[src/devTlbCfgPkg.sv]
// ----------------------------------------------------------------------
// sizing and policy constants for the translation miss tracker
// TagW must be wide enough to index NumTrk entries
// ----------------------------------------------------------------------

package devTlbCfgPkg;

    // tracker sizing
    localparam int NumTrk = 2;
    localparam int TagW = 1;

    // page number widths
    localparam int VirtW = 20;
    localparam int PhysW = 24;

    // successful page request rounds per miss before a forced fault
    localparam int PrsRetryMax = 2;

endpackage
[src/devTlbTypesPkg.sv]
// ----------------------------------------------------------------------
// shared vector types and encodings of the miss tracker
// prsCnt_t must hold devTlbCfgPkg::PrsRetryMax
// ----------------------------------------------------------------------

package devTlbTypesPkg;

    // page numbers
    typedef logic [devTlbCfgPkg::VirtW-1:0] virtPage_t;
    typedef logic [devTlbCfgPkg::PhysW-1:0] physPage_t;

    // entry index carried on requests and responses
    typedef logic [devTlbCfgPkg::TagW-1:0] trkTag_t;

    // remaining page request rounds
    typedef logic [1:0] prsCnt_t;

    // translation response result
    typedef enum logic [1:0] {
        atsOk = 2'd0,
        atsErr = 2'd1,
        atsNotPresent = 2'd2
    } atsSts_t;

    // page request result
    typedef enum logic {
        prsSuccess = 1'b0,
        prsFailure = 1'b1
    } prsSts_t;

    // per-entry state machine
    typedef enum logic [2:0] {
        trkIdle, trkHold, trkAtsArb, trkAtsWait,
        trkAtsStale, trkPrsArb, trkPrsWait, trkFillArb
    } trkState_t;

endpackage

[src/missTrkIf.sv]
// ----------------------------------------------------------------------
// link between intake, one tracker entry and the output arbiter
// one instance per entry
// ----------------------------------------------------------------------

interface missTrkIf;

    // intake to entry
    logic put;
    devTlbTypesPkg::virtPage_t putAddr;
    logic putWrOp;
    logic vacant;

    // entry to arbiter
    logic atsArbReq;
    logic prsArbReq;
    logic fillArbReq;
    devTlbTypesPkg::virtPage_t savedAddr;
    logic savedWrOp;
    devTlbTypesPkg::physPage_t physResult;
    logic faultResult;
    logic gnt;

    modport intake (output put, putAddr, putWrOp, input vacant);
    modport entry (input put, putAddr, putWrOp, gnt, output vacant, atsArbReq, prsArbReq,
        fillArbReq, savedAddr, savedWrOp, physResult, faultResult);
    modport arb (input atsArbReq, prsArbReq, fillArbReq, savedAddr, savedWrOp,
        physResult, faultResult, output gnt);

endinterface

[src/devTlbMissTop.sv]
// ----------------------------------------------------------------------
// miss tracker top, intake plus NumTrk entries plus output arbiter
// ----------------------------------------------------------------------

module devTlbMissTop (
    input  logic clk,
    input  logic rstN,
    input  logic missReq,
    input  devTlbTypesPkg::virtPage_t missAddr,
    input  logic missWrOp,
    output logic missAck,
    input  logic invStart,
    input  logic invEnd,
    output logic atsReq,
    input  logic atsAck,
    output devTlbTypesPkg::trkTag_t atsTag,
    output devTlbTypesPkg::virtPage_t atsAddr,
    input  logic atsRsp,
    input  devTlbTypesPkg::trkTag_t atsRspTag,
    input  devTlbTypesPkg::atsSts_t atsRspSts,
    input  devTlbTypesPkg::physPage_t atsRspPhys,
    output logic prsReq,
    input  logic prsAck,
    output devTlbTypesPkg::trkTag_t prsTag,
    output devTlbTypesPkg::virtPage_t prsAddr,
    input  logic prsRsp,
    input  devTlbTypesPkg::trkTag_t prsRspTag,
    input  devTlbTypesPkg::prsSts_t prsRspSts,
    output logic fillVld,
    output devTlbTypesPkg::virtPage_t fillAddr,
    output devTlbTypesPkg::physPage_t fillPhys,
    output logic fillFault,
    output logic fillWrOp
);

    // one link per entry
    missTrkIf trkBus [devTlbCfgPkg::NumTrk] ();

    missIntake missIntake_inst (.clk(clk), .rstN(rstN), .missReq(missReq), .missAddr(missAddr),
        .missWrOp(missWrOp), .missAck(missAck), .trk(trkBus));

    // entries see every response, filter by tag
    for (genvar g = 0; g < devTlbCfgPkg::NumTrk; g++) begin : genEntry
        missTrkEntry #(.trkIdx(g)) missTrkEntry_inst (.clk(clk), .rstN(rstN), .trk(trkBus[g]),
            .invStart(invStart), .invEnd(invEnd), .atsRsp(atsRsp), .atsRspTag(atsRspTag),
            .atsRspSts(atsRspSts), .atsRspPhys(atsRspPhys), .prsRsp(prsRsp),
            .prsRspTag(prsRspTag), .prsRspSts(prsRspSts));
    end

    missOutArb missOutArb_inst (.clk(clk), .rstN(rstN), .trk(trkBus), .atsReq(atsReq),
        .atsAck(atsAck), .atsTag(atsTag), .atsAddr(atsAddr), .prsReq(prsReq), .prsAck(prsAck),
        .prsTag(prsTag), .prsAddr(prsAddr), .fillVld(fillVld), .fillAddr(fillAddr),
        .fillPhys(fillPhys), .fillFault(fillFault), .fillWrOp(fillWrOp));

endmodule

[src/missOutArb.sv]
// ----------------------------------------------------------------------
// round-robin grant of entry requests, one grant per cycle
// fill beats page request beats translation; fill has no back-pressure
// ----------------------------------------------------------------------

module missOutArb (
    input  logic clk,
    input  logic rstN,
    missTrkIf.arb trk [devTlbCfgPkg::NumTrk],
    output logic atsReq,
    input  logic atsAck,
    output devTlbTypesPkg::trkTag_t atsTag,
    output devTlbTypesPkg::virtPage_t atsAddr,
    output logic prsReq,
    input  logic prsAck,
    output devTlbTypesPkg::trkTag_t prsTag,
    output devTlbTypesPkg::virtPage_t prsAddr,
    output logic fillVld,
    output devTlbTypesPkg::virtPage_t fillAddr,
    output devTlbTypesPkg::physPage_t fillPhys,
    output logic fillFault,
    output logic fillWrOp
);

    localparam int N = devTlbCfgPkg::NumTrk;

    logic [N-1:0] atsEl, prsEl, fillEl, gntVec, wrOpVec, faultVec;
    devTlbTypesPkg::virtPage_t addrArr [N];
    devTlbTypesPkg::physPage_t physArr [N];
    devTlbTypesPkg::trkTag_t rrPtr, winner;
    logic atsBusy, prsBusy, atsSel, prsSel, fillSel;

    // first eligible at or after ptr
    function automatic devTlbTypesPkg::trkTag_t pickRr(input logic [N-1:0] el,
                                                       input devTlbTypesPkg::trkTag_t ptr);
        int idx;
        devTlbTypesPkg::trkTag_t res;
        res = ptr;
        for (int i = N - 1; i >= 0; i--) begin
            idx = (int'(ptr) + i) % N;
            if (el[idx]) res = devTlbTypesPkg::trkTag_t'(idx);
        end
        return res;
    endfunction

    for (genvar g = 0; g < N; g++) begin : genTrk
        // a busy channel holds back further requests of its kind
        assign atsEl[g] = trk[g].atsArbReq && !atsBusy;
        assign prsEl[g] = trk[g].prsArbReq && !prsBusy;
        assign fillEl[g] = trk[g].fillArbReq;
        assign addrArr[g] = trk[g].savedAddr;
        assign physArr[g] = trk[g].physResult;
        assign wrOpVec[g] = trk[g].savedWrOp;
        assign faultVec[g] = trk[g].faultResult;
        assign trk[g].gnt = gntVec[g];
    end

    always_comb begin
        fillSel = |fillEl;
        prsSel = !fillSel && (|prsEl);
        atsSel = !fillSel && !prsSel && (|atsEl);
        if (fillSel) winner = pickRr(fillEl, rrPtr);
        else if (prsSel) winner = pickRr(prsEl, rrPtr);
        else winner = pickRr(atsEl, rrPtr);
        gntVec = '0;
        if (fillSel || prsSel || atsSel) gntVec[winner] = 1'b1;
    end

    always_ff @(posedge clk) begin
        if (!rstN) begin
            {rrPtr, atsReq, atsBusy, prsReq, prsBusy, fillVld} <= '0;
        end else begin
            fillVld <= fillSel;
            if (|gntVec) rrPtr <= (int'(winner) == N - 1) ? '0 : winner + 1'b1;
            // req until ack rises, busy until ack falls
            if (atsSel) {atsReq, atsBusy} <= 2'b11;
            else if (atsReq && atsAck) atsReq <= 1'b0;
            else if (atsBusy && !atsReq && !atsAck) atsBusy <= 1'b0;
            if (prsSel) {prsReq, prsBusy} <= 2'b11;
            else if (prsReq && prsAck) prsReq <= 1'b0;
            else if (prsBusy && !prsReq && !prsAck) prsBusy <= 1'b0;
        end
    end

    // channel and fill payload
    always_ff @(posedge clk) begin
        if (atsSel) {atsTag, atsAddr} <= {winner, addrArr[winner]};
        if (prsSel) {prsTag, prsAddr} <= {winner, addrArr[winner]};
        if (fillSel) begin
            {fillAddr, fillPhys} <= {addrArr[winner], physArr[winner]};
            {fillFault, fillWrOp} <= {faultVec[winner], wrOpVec[winner]};
        end
    end

endmodule

[src/missTrkEntry.sv]
// ----------------------------------------------------------------------
// one miss tracker entry, acts only on responses tagged with trkIdx
// invStart/invEnd are single-cycle pulses framing a window
// ----------------------------------------------------------------------

module missTrkEntry #(
    parameter int trkIdx = 0
) (
    input  logic clk,
    input  logic rstN,
    missTrkIf.entry trk,
    input  logic invStart,
    input  logic invEnd,
    input  logic atsRsp,
    input  devTlbTypesPkg::trkTag_t atsRspTag,
    input  devTlbTypesPkg::atsSts_t atsRspSts,
    input  devTlbTypesPkg::physPage_t atsRspPhys,
    input  logic prsRsp,
    input  devTlbTypesPkg::trkTag_t prsRspTag,
    input  devTlbTypesPkg::prsSts_t prsRspSts
);

    devTlbTypesPkg::trkState_t state;
    devTlbTypesPkg::trkState_t nextState;
    devTlbTypesPkg::trkState_t reqOrHold;
    devTlbTypesPkg::trkTag_t ownTag;
    devTlbTypesPkg::prsCnt_t budget;
    logic invOpen;
    logic winOpen;
    logic atsHit;
    logic prsHit;
    // datapath strobes from the FSM
    logic savePhys;
    logic setFault;
    logic spendRound;

    assign ownTag = devTlbTypesPkg::trkTag_t'(trkIdx);
    assign atsHit = atsRsp && (atsRspTag == ownTag);
    assign prsHit = prsRsp && (prsRspTag == ownTag);

    // window is open from the invStart cycle until invEnd
    assign winOpen = (invOpen && !invEnd) || invStart;
    assign reqOrHold = winOpen ? devTlbTypesPkg::trkHold : devTlbTypesPkg::trkAtsArb;

    always_ff @(posedge clk) begin
        if (!rstN) begin
            invOpen <= 1'b0;
        end else if (invStart) begin
            invOpen <= 1'b1;
        end else if (invEnd) begin
            invOpen <= 1'b0;
        end
    end

    // ------------------------------------------------------------------
    // next state
    // ------------------------------------------------------------------
    always_comb begin
        nextState = state;
        savePhys = 1'b0;
        setFault = 1'b0;
        spendRound = 1'b0;
        case (state)
            devTlbTypesPkg::trkIdle: begin
                if (trk.put) nextState = reqOrHold;
            end
            devTlbTypesPkg::trkHold: begin
                if (invEnd) nextState = devTlbTypesPkg::trkAtsArb;
            end
            devTlbTypesPkg::trkAtsArb: begin
                // granted as the window opens, its response is stale
                if (trk.gnt && invStart) nextState = devTlbTypesPkg::trkAtsStale;
                else if (trk.gnt) nextState = devTlbTypesPkg::trkAtsWait;
                else if (invStart) nextState = devTlbTypesPkg::trkHold;
            end
            devTlbTypesPkg::trkAtsWait: begin
                if (invStart) begin
                    // response in the invStart cycle is dropped as well
                    nextState = atsHit ? devTlbTypesPkg::trkHold : devTlbTypesPkg::trkAtsStale;
                end else if (atsHit) begin
                    case (atsRspSts)
                        devTlbTypesPkg::atsOk: begin
                            savePhys = 1'b1;
                            nextState = devTlbTypesPkg::trkFillArb;
                        end
                        devTlbTypesPkg::atsNotPresent: begin
                            if (budget != '0) begin
                                nextState = devTlbTypesPkg::trkPrsArb;
                            end else begin
                                setFault = 1'b1;
                                nextState = devTlbTypesPkg::trkFillArb;
                            end
                        end
                        // error, ask again
                        default: nextState = reqOrHold;
                    endcase
                end
            end
            devTlbTypesPkg::trkAtsStale: begin
                if (atsHit) nextState = reqOrHold;
            end
            devTlbTypesPkg::trkPrsArb: begin
                if (trk.gnt) nextState = devTlbTypesPkg::trkPrsWait;
            end
            devTlbTypesPkg::trkPrsWait: begin
                if (prsHit && (prsRspSts == devTlbTypesPkg::prsSuccess)) begin
                    spendRound = 1'b1;
                    nextState = reqOrHold;
                end else if (prsHit) begin
                    setFault = 1'b1;
                    nextState = devTlbTypesPkg::trkFillArb;
                end
            end
            devTlbTypesPkg::trkFillArb: begin
                if (trk.gnt) nextState = devTlbTypesPkg::trkIdle;
            end
            default: nextState = devTlbTypesPkg::trkIdle;
        endcase
    end

    always_ff @(posedge clk) begin
        if (!rstN) begin
            state <= devTlbTypesPkg::trkIdle;
        end else begin
            state <= nextState;
        end
    end

    // ------------------------------------------------------------------
    // saved miss and result
    // ------------------------------------------------------------------
    always_ff @(posedge clk) begin
        if (state == devTlbTypesPkg::trkIdle && trk.put) begin
            trk.savedAddr <= trk.putAddr;
            trk.savedWrOp <= trk.putWrOp;
            budget <= devTlbTypesPkg::prsCnt_t'(devTlbCfgPkg::PrsRetryMax);
            trk.faultResult <= 1'b0;
        end else begin
            if (savePhys) trk.physResult <= atsRspPhys;
            if (setFault) trk.faultResult <= 1'b1;
            if (spendRound) budget <= budget - 1'b1;
        end
    end

    // request lines straight from state
    assign trk.vacant = (state == devTlbTypesPkg::trkIdle);
    assign trk.atsArbReq = (state == devTlbTypesPkg::trkAtsArb);
    assign trk.prsArbReq = (state == devTlbTypesPkg::trkPrsArb);
    assign trk.fillArbReq = (state == devTlbTypesPkg::trkFillArb);

endmodule

[src/missIntake.sv]
// ----------------------------------------------------------------------
// four-phase miss intake, one miss in flight at a time
// missAck stays low while no entry is vacant
// ----------------------------------------------------------------------

module missIntake (
    input  logic clk,
    input  logic rstN,
    input  logic missReq,
    input  devTlbTypesPkg::virtPage_t missAddr,
    input  logic missWrOp,
    output logic missAck,
    missTrkIf.intake trk [devTlbCfgPkg::NumTrk]
);

    logic [devTlbCfgPkg::NumTrk-1:0] vacantVec;
    logic [devTlbCfgPkg::NumTrk-1:0] selOneHot;
    logic [devTlbCfgPkg::NumTrk-1:0] putVec;
    devTlbTypesPkg::virtPage_t putAddrR;
    logic putWrOpR;
    // set from put until ack drops
    logic inFlight;

    // gather vacancy, fan out the put
    for (genvar g = 0; g < devTlbCfgPkg::NumTrk; g++) begin : genTrk
        assign vacantVec[g] = trk[g].vacant;
        assign trk[g].put = putVec[g];
        assign trk[g].putAddr = putAddrR;
        assign trk[g].putWrOp = putWrOpR;
    end

    // lowest numbered vacant entry
    assign selOneHot = vacantVec & (~vacantVec + 1'b1);

    always_ff @(posedge clk) begin
        if (!rstN) begin
            putVec <= '0;
            missAck <= 1'b0;
            inFlight <= 1'b0;
        end else begin
            // put is a single-cycle pulse
            putVec <= '0;
            if (!inFlight && missReq && (|vacantVec)) begin
                putVec <= selOneHot;
                inFlight <= 1'b1;
            end
            // ack the cycle after the put
            if (|putVec) begin
                missAck <= 1'b1;
            end
            // requester dropped req, close the handshake
            if (missAck && !missReq) begin
                missAck <= 1'b0;
                inFlight <= 1'b0;
            end
        end
    end

    // payload captured with the put
    always_ff @(posedge clk) begin
        if (!inFlight && missReq) begin
            putAddrR <= missAddr;
            putWrOpR <= missWrOp;
        end
    end

endmodule

[config.mk]
export PLATFORM = sky130hd
export DESIGN_NAME = devTlbMissTop
export DESIGN_NICKNAME = d
export VERILOG_FILES = /design/src/devTlbCfgPkg.sv /design/src/devTlbTypesPkg.sv /design/src/missTrkIf.sv /design/src/devTlbMissTop.sv /design/src/missOutArb.sv /design/src/missTrkEntry.sv /design/src/missIntake.sv
export SDC_FILE = /design/constraint.sdc
export NUM_CORES = 1
export LEC_CHECK = 0
export CORE_MARGIN = 2
export CORE_UTILIZATION = 45
export CTS_CLUSTER_DIAMETER = 40
export DETAILED_ROUTE_END_ITERATION = 12
export DONT_BUFFER_PORTS = 1
export PLACE_DENSITY_LB_ADDON = 0.15
export SETUP_SLACK_MARGIN = 0.05
export SLEW_MARGIN = 10
export SYNTH_ARGS = -nofsm -noshare
export SYNTH_HDL_FRONTEND = slang
export SYNTH_HIERARCHICAL = 1
export SYNTH_SLANG_ARGS = --single-unit
[constraint.sdc]
create_clock -name clk -period 6.2 [get_ports clk]
set_clock_uncertainty 0.05 [all_clocks]
set_input_delay 0.31 -clock clk [delete_from_list [all_inputs] [get_ports clk]]
set_output_delay 0.31 -clock clk [all_outputs]
set_load 0.02 [all_outputs]
==> impl_results.html <==
<table>
<tr><th>Metric</th><th>Value</th></tr>
<tr><th colspan="2">Detailed routing</th></tr>
<tr><td>Number of vias in the routed layout</td><td>4,222</td></tr>
<tr><td>Mean routed wirelength per cell</td><td>19.7 µm</td></tr>
<tr><td>Number of vias per cell after detailed routing</td><td>5.23</td></tr>
<tr><td>Detailed Routing Iterations Pass 1</td><td>4</td></tr>
<tr><td>DRT Wirelength</td><td>15.9 mm</td></tr>
<tr><td>Number of remaining DRC errors</td><td>0</td></tr>
<tr><td>Number of antenna-violating nets in the routed design</td><td>0</td></tr>
<tr><td>Violation count after the first detailed-routing iteration</td><td>223</td></tr>
<tr><th colspan="2">CTS</th></tr>
<tr><td>Worst-skew pair later-pin latency</td><td>0.53 ns</td></tr>
<tr><td>Number of buffers inserted by hold repair at cts</td><td>58</td></tr>
<tr><td>Number of H-tree levels</td><td>1</td></tr>
<tr><td>Clk sinks</td><td>223</td></tr>
<tr><td>CTS resizes</td><td>0</td></tr>
<tr><td>Clock tree from TritonCTS</td><td>done</td></tr>
<tr><td>Root buf cell</td><td>sky130_fd_sc_hd__clkbuf_16</td></tr>
<tr><td>Max Root-Sink Buffers</td><td>3</td></tr>
<tr><td>Number of setup buffers added after CTS</td><td>0</td></tr>
<tr><td>Clock-pin transition on the worst setup and hold timing paths</td><td>0.06 ns</td></tr>
<tr><td>Total clock buffers created by CTS</td><td>30</td></tr>
<tr><th colspan="2">Synth</th></tr>
<tr><td>Distinct cells, synth</td><td>67</td></tr>
<tr><td>Synth Warn #</td><td>6</td></tr>
<tr><td>Post-synthesis instance total</td><td>485</td></tr>
<tr><td>Number of flops mapped to enable cells by yosys</td><td>199</td></tr>
<tr><td>FF+latch count, synth</td><td>223</td></tr>
<tr><td>Share of the yosys chip area belonging to registers</td><td>76.2%</td></tr>
<tr><td>Synthesized cell area</td><td>0.00848 mm²</td></tr>
<tr><td>Synthesized area per cell</td><td>17.5 µm²</td></tr>
<tr><td>Synth Flop Type</td><td>sky130_fd_sc_hd__edfxtp_1</td></tr>
<tr><td>Nets in the synthesized netlist</td><td>546</td></tr>
<tr><td>Fraction of synthesis flops using an asynchronous set or reset pin</td><td>0%</td></tr>
<tr><th colspan="2">Setup path</th></tr>
<tr><td>Ordered list of cells on the worst path</td><td>nor2b_1 -&gt; and2_1 -&gt; o21bai_1 -&gt; nand2_1 -&gt; o22ai_4 -&gt; and2_1 -&gt; nand2b_1 -&gt; o31ai_1 -&gt; a22oi_1 -&gt; and2_4 -&gt; a31oi_1 -&gt; dlygate4sd3_1</td></tr>
<tr><td>Largest fanout on the critical path</td><td>14</td></tr>
<tr><td>Cell at the slowest stage of the critical path</td><td>sky130_fd_sc_hd__dfxtp_1</td></tr>
<tr><td>Crit path kind</td><td>reg -&gt; reg</td></tr>
<tr><td>Data arrival at the endpoint of the critical path</td><td>3.70 ns</td></tr>
<tr><td>Stage delay of the slowest cell on the critical path</td><td>0.61 ns</td></tr>
<tr><td>CP startpoint kind</td><td>flop</td></tr>
<tr><td>Cell repeated most along the worst path</td><td>sky130_fd_sc_hd__and2_1</td></tr>
<tr><td>Buffering stage count on the worst path with inverters included</td><td>1</td></tr>
<tr><td>Cell class contributing the biggest share of worst-path delay</td><td>simple AND/OR/NAND/NOR gates</td></tr>
<tr><td>Critical Path Sink Type</td><td>flop</td></tr>
<tr><td>Crit path required time</td><td>6.57 ns</td></tr>
<tr><th colspan="2">Placement</th></tr>
<tr><td>Count of buffers from port buffering</td><td>0</td></tr>
<tr><td>Gpl congestion</td><td>0.875</td></tr>
<tr><td>Number of placed instances with taps included</td><td>691</td></tr>
<tr><td>Area of placed instances</td><td>0.00859 mm²</td></tr>
<tr><td>HPWL reported at the end of detailed placement</td><td>9.92 mm</td></tr>
<tr><td>Placement Setup Slack</td><td>3.14 ns</td></tr>
<tr><th colspan="2">Floorplanning</th></tr>
<tr><td>Effective utilization at floorplan</td><td>45.6%</td></tr>
<tr><td>Die Span Y</td><td>141 µm</td></tr>
<tr><td>Die Span X</td><td>141 µm</td></tr>
<tr><td>Area inside the core boundary</td><td>0.0186 mm²</td></tr>
<tr><td>Die area</td><td>0.0200 mm²</td></tr>
<tr><td>I/O pins</td><td>151</td></tr>
<tr><td>Row count</td><td>50</td></tr>
<tr><th colspan="2">STA</th></tr>
<tr><td>Smallest setup slack after layout</td><td>2.87 ns</td></tr>
<tr><td>Endpoints failing setup</td><td>0</td></tr>
<tr><td>Final number of hold-violating endpoints</td><td>0</td></tr>
<tr><td>Unrepaired setup endpoints after global routing</td><td>false</td></tr>
<tr><td>Total negative setup slack</td><td>0 ns</td></tr>
<tr><td>Ratio of final minimum period to clock period</td><td>53.8%</td></tr>
<tr><td>Final Hold Slack</td><td>0.0329 ns</td></tr>
<tr><td>Final slew viol count</td><td>0</td></tr>
<tr><td>Achievable frequency</td><td>0.300 GHz</td></tr>
<tr><td>Worst Max-Slew Pin Slew</td><td>0.984 ns</td></tr>
<tr><td>Clock period minus worst slack</td><td>3.33 ns</td></tr>
<tr><td>Headroom to the max-slew limit</td><td>34.4%</td></tr>
<tr><th colspan="2">Global routing</th></tr>
<tr><td>GR Overflow Total</td><td>0</td></tr>
<tr><td>First-pass GRT wire length</td><td>24.9 mm</td></tr>
<tr><td>GRT Resource Usage Total</td><td>15.9%</td></tr>
<tr><td>Number of antenna violations at the first check in global routing</td><td>2</td></tr>
<tr><td>Largest net degree at the start of global routing</td><td>48</td></tr>
<tr><td>Number of global-route vias before repair</td><td>4,476</td></tr>
<tr><th colspan="2">Power and ir drop</th></tr>
<tr><td>Peak ir drop on the vdd network</td><td>0.267 mV</td></tr>
<tr><td>Power Internal</td><td>3.37 mW</td></tr>
<tr><td>Psw</td><td>1.29 mW</td></tr>
<tr><td>Fraction of power spent switching nets</td><td>27.7%</td></tr>
<tr><td>Power density of the placed cells</td><td>456 mW/mm²</td></tr>
<tr><td>Portion of total power attributed to combinational logic</td><td>17.9%</td></tr>
<tr><td>Proportion of power drawn by the clock network</td><td>37.4%</td></tr>
<tr><td>Lkg Pwr</td><td>3.51 nW</td></tr>
<tr><td>Total power of the final layout</td><td>4.66 mW</td></tr>
<tr><td>Part of the power in registers</td><td>44.7%</td></tr>
<tr><th colspan="2">Finish</th></tr>
<tr><td>Final non-filler cell area</td><td>0.0102 mm²</td></tr>
<tr><td>Most common cell after layout, fill and taps aside</td><td>sky130_fd_sc_hd__edfxtp_1</td></tr>
<tr><td>Synthesis-to-layout area growth</td><td>20.6%</td></tr>
<tr><td>Net count reported at finish</td><td>608</td></tr>
<tr><td>Number of fillers in the final layout</td><td>1,465</td></tr>
<tr><td>Fraction of final layout cells with drive strength greater than 1</td><td>22.8%</td></tr>
<tr><td>Footprint of the multi-input gates</td><td>0.00173 mm²</td></tr>
<tr><td>Share of the core filled with cells</td><td>55.0%</td></tr>
<tr><td>Highest-count cells in the layout ignoring fill and taps</td><td>sky130_fd_sc_hd__edfxtp_1 (199), sky130_fd_sc_hd__dlygate4sd3_1 (58), sky130_fd_sc_hd__clkbuf_16 (30)</td></tr>
<tr><td>Combined flip-flop and latch cell area</td><td>0.00646 mm²</td></tr>
<tr><td>Cell Count, Final, Fillers Out</td><td>807</td></tr>
<tr><th colspan="2">Status</th></tr>
<tr><td>Outcome</td><td>finished, final reports clean</td></tr>
<tr><th colspan="2">Run</th></tr>
<tr><td>Count of maximum capacitance violations</td><td>0</td></tr>
<tr><th colspan="2">Hold path</th></tr>
<tr><td>Class of the tightest hold or removal check</td><td>in -&gt; reg</td></tr>
</table>
==> flip-flops by register name, indices dropped and copies added (netlist names), 2 cells and up <==
| register | flops |
|---|---|
| missOutArb_inst/fillPhys | 24 |
| missOutArb_inst/atsAddr | 20 |
| missOutArb_inst/prsAddr | 20 |
| genEntry.missTrkEntry_inst/invOpen | 2 |
| genEntry.missTrkEntry_inst/trk.faultResult | 2 |
| genEntry.missTrkEntry_inst/state | 6 |
| missIntake_inst/putVec | 2 |
| missOutArb_inst/fillAddr | 20 |
| genEntry.missTrkEntry_inst/trk.physResult | 48 |
| missIntake_inst/trk.putAddr | 20 |
| genEntry.missTrkEntry_inst/trk.savedAddr | 40 |
| genEntry.missTrkEntry_inst/trk.savedWrOp | 2 |
| genEntry.missTrkEntry_inst/budget | 4 |
==> worst min-delay path, cell delays in order <==
cell                      delay (ns)
sky130_fd_sc_hd__nor2b_1        0.05
sky130_fd_sc_hd__nor2_1         0.13
sky130_fd_sc_hd__nor2b_1        0.07
==> power by group through the flow <==
stage                     Sequential (mW)  Clock, mW  Combinational (mW)
final                                2.08       1.74               0.833
after global routing                 2.10       1.85               0.917
after CTS                            2.08       1.79               0.849
after detailed placement             2.11          0               0.803
after global placement               2.11          0               0.786
after floorplan                      2.05          0               0.711
==> cells by family after synthesis <==
kind of cell	after synthesis	share of synthesized area, %
and+or+nand+nor	93	6.14
adders and majority gates	2	0.295
muxes	46	6.91
DFF	223	76.2
AOI/OAI and AO/OA	68	6.58
xor gates and xnor gates	2	0.207
buffers and inverters	51	3.70
==> per-layer routing <==
metal / share of wire, % / GRT usage [%] / routed length [µm] / vias up
met2: 49 / 26.9 / 7760 / 135
met4: 1.9 / 5.05 / 295 / 0
li1: - / - / - / 1975
met3: 6.8 / 4.56 / 1080 / 24
met1: 43 / 19.8 / 6780 / 2088
met5: 0 / 0 / 0 / -
==> cells in the mapped netlist (2+ instances only) <==
library cell                instances  area [µm²]
sky130_fd_sc_hd__o21ai_0            5        25.0
sky130_fd_sc_hd__mux2_2            28         315
sky130_fd_sc_hd__buf_6              4        45.0
sky130_fd_sc_hd__buf_4             22         165
sky130_fd_sc_hd__a31o_1             2        17.5
sky130_fd_sc_hd__buf_2              8        40.0
sky130_fd_sc_hd__a211oi_2           2        25.0
sky130_fd_sc_hd__nor3b_1            8        60.1
sky130_fd_sc_hd__a21oi_1           12        60.1
sky130_fd_sc_hd__nand2_1           17        63.8
sky130_fd_sc_hd__xnor2_1            2        17.5
sky130_fd_sc_hd__a211oi_1           4        30.0
sky130_fd_sc_hd__ha_1               2        25.0
sky130_fd_sc_hd__nor2_1            28         105
sky130_fd_sc_hd__and3_2             2        15.0
sky130_fd_sc_hd__a31oi_1            4        25.0
sky130_fd_sc_hd__dfxtp_1           24         480
sky130_fd_sc_hd__and2_1             5        31.3
sky130_fd_sc_hd__nor3_1             4        20.0
sky130_fd_sc_hd__a2111oi_0          2        17.5
sky130_fd_sc_hd__o21a_1             5        37.5
sky130_fd_sc_hd__a41oi_1            3        26.3
sky130_fd_sc_hd__o211ai_1           4        30.0
sky130_fd_sc_hd__nand3_1            3        15.0
sky130_fd_sc_hd__nand2b_1           5        31.3
sky130_fd_sc_hd__a21boi_0           3        22.5
sky130_fd_sc_hd__edfxtp_1         199        5980
sky130_fd_sc_hd__nor2b_1            5        31.3
sky130_fd_sc_hd__o21ai_1            2        10.0
sky130_fd_sc_hd__mux2_4            18         270
sky130_fd_sc_hd__inv_1             16        60.1
sky130_fd_sc_hd__o22ai_2            2        25.0
==> area by class of cell <==
cell class / instances / share of cell area (%)
antenna: 2 / 0.0489
clock buffer: 31 / 7.38
clock inverter: 25 / 2.92
inverter: 16 / 0.587
multi-input combinational: 211 / 16.9
sequential: 223 / 63.1
tap: 234 / 2.86
timing repair buffer: 65 / 6.19
==> worst paths after layout <==
kind | from | to | slack, ns | depth (start not counted)
max | genEntry[1].missTrkEntry_inst/state[1]$_SDFFE_PN0P_ | genEntry[0].missTrkEntry_inst/state[2]$_SDFFE_PN0P_ | 2.87 | 12
min | invEnd | genEntry[1].missTrkEntry_inst/invOpen$_SDFFE_PN0P_ | 0.03 | 3
max reg2reg | genEntry[1].missTrkEntry_inst/state[1]$_SDFFE_PN0P_ | genEntry[0].missTrkEntry_inst/state[2]$_SDFFE_PN0P_ | 2.87 | 12
min reg2reg | missIntake_inst/trk[0].putAddr[0]$_DFFE_PP_ | genEntry[0].missTrkEntry_inst/trk.savedAddr[0]$_DFFE_PP_ | 0.39 | 0
No activity file was read; power rests on OpenSTA's default activity.
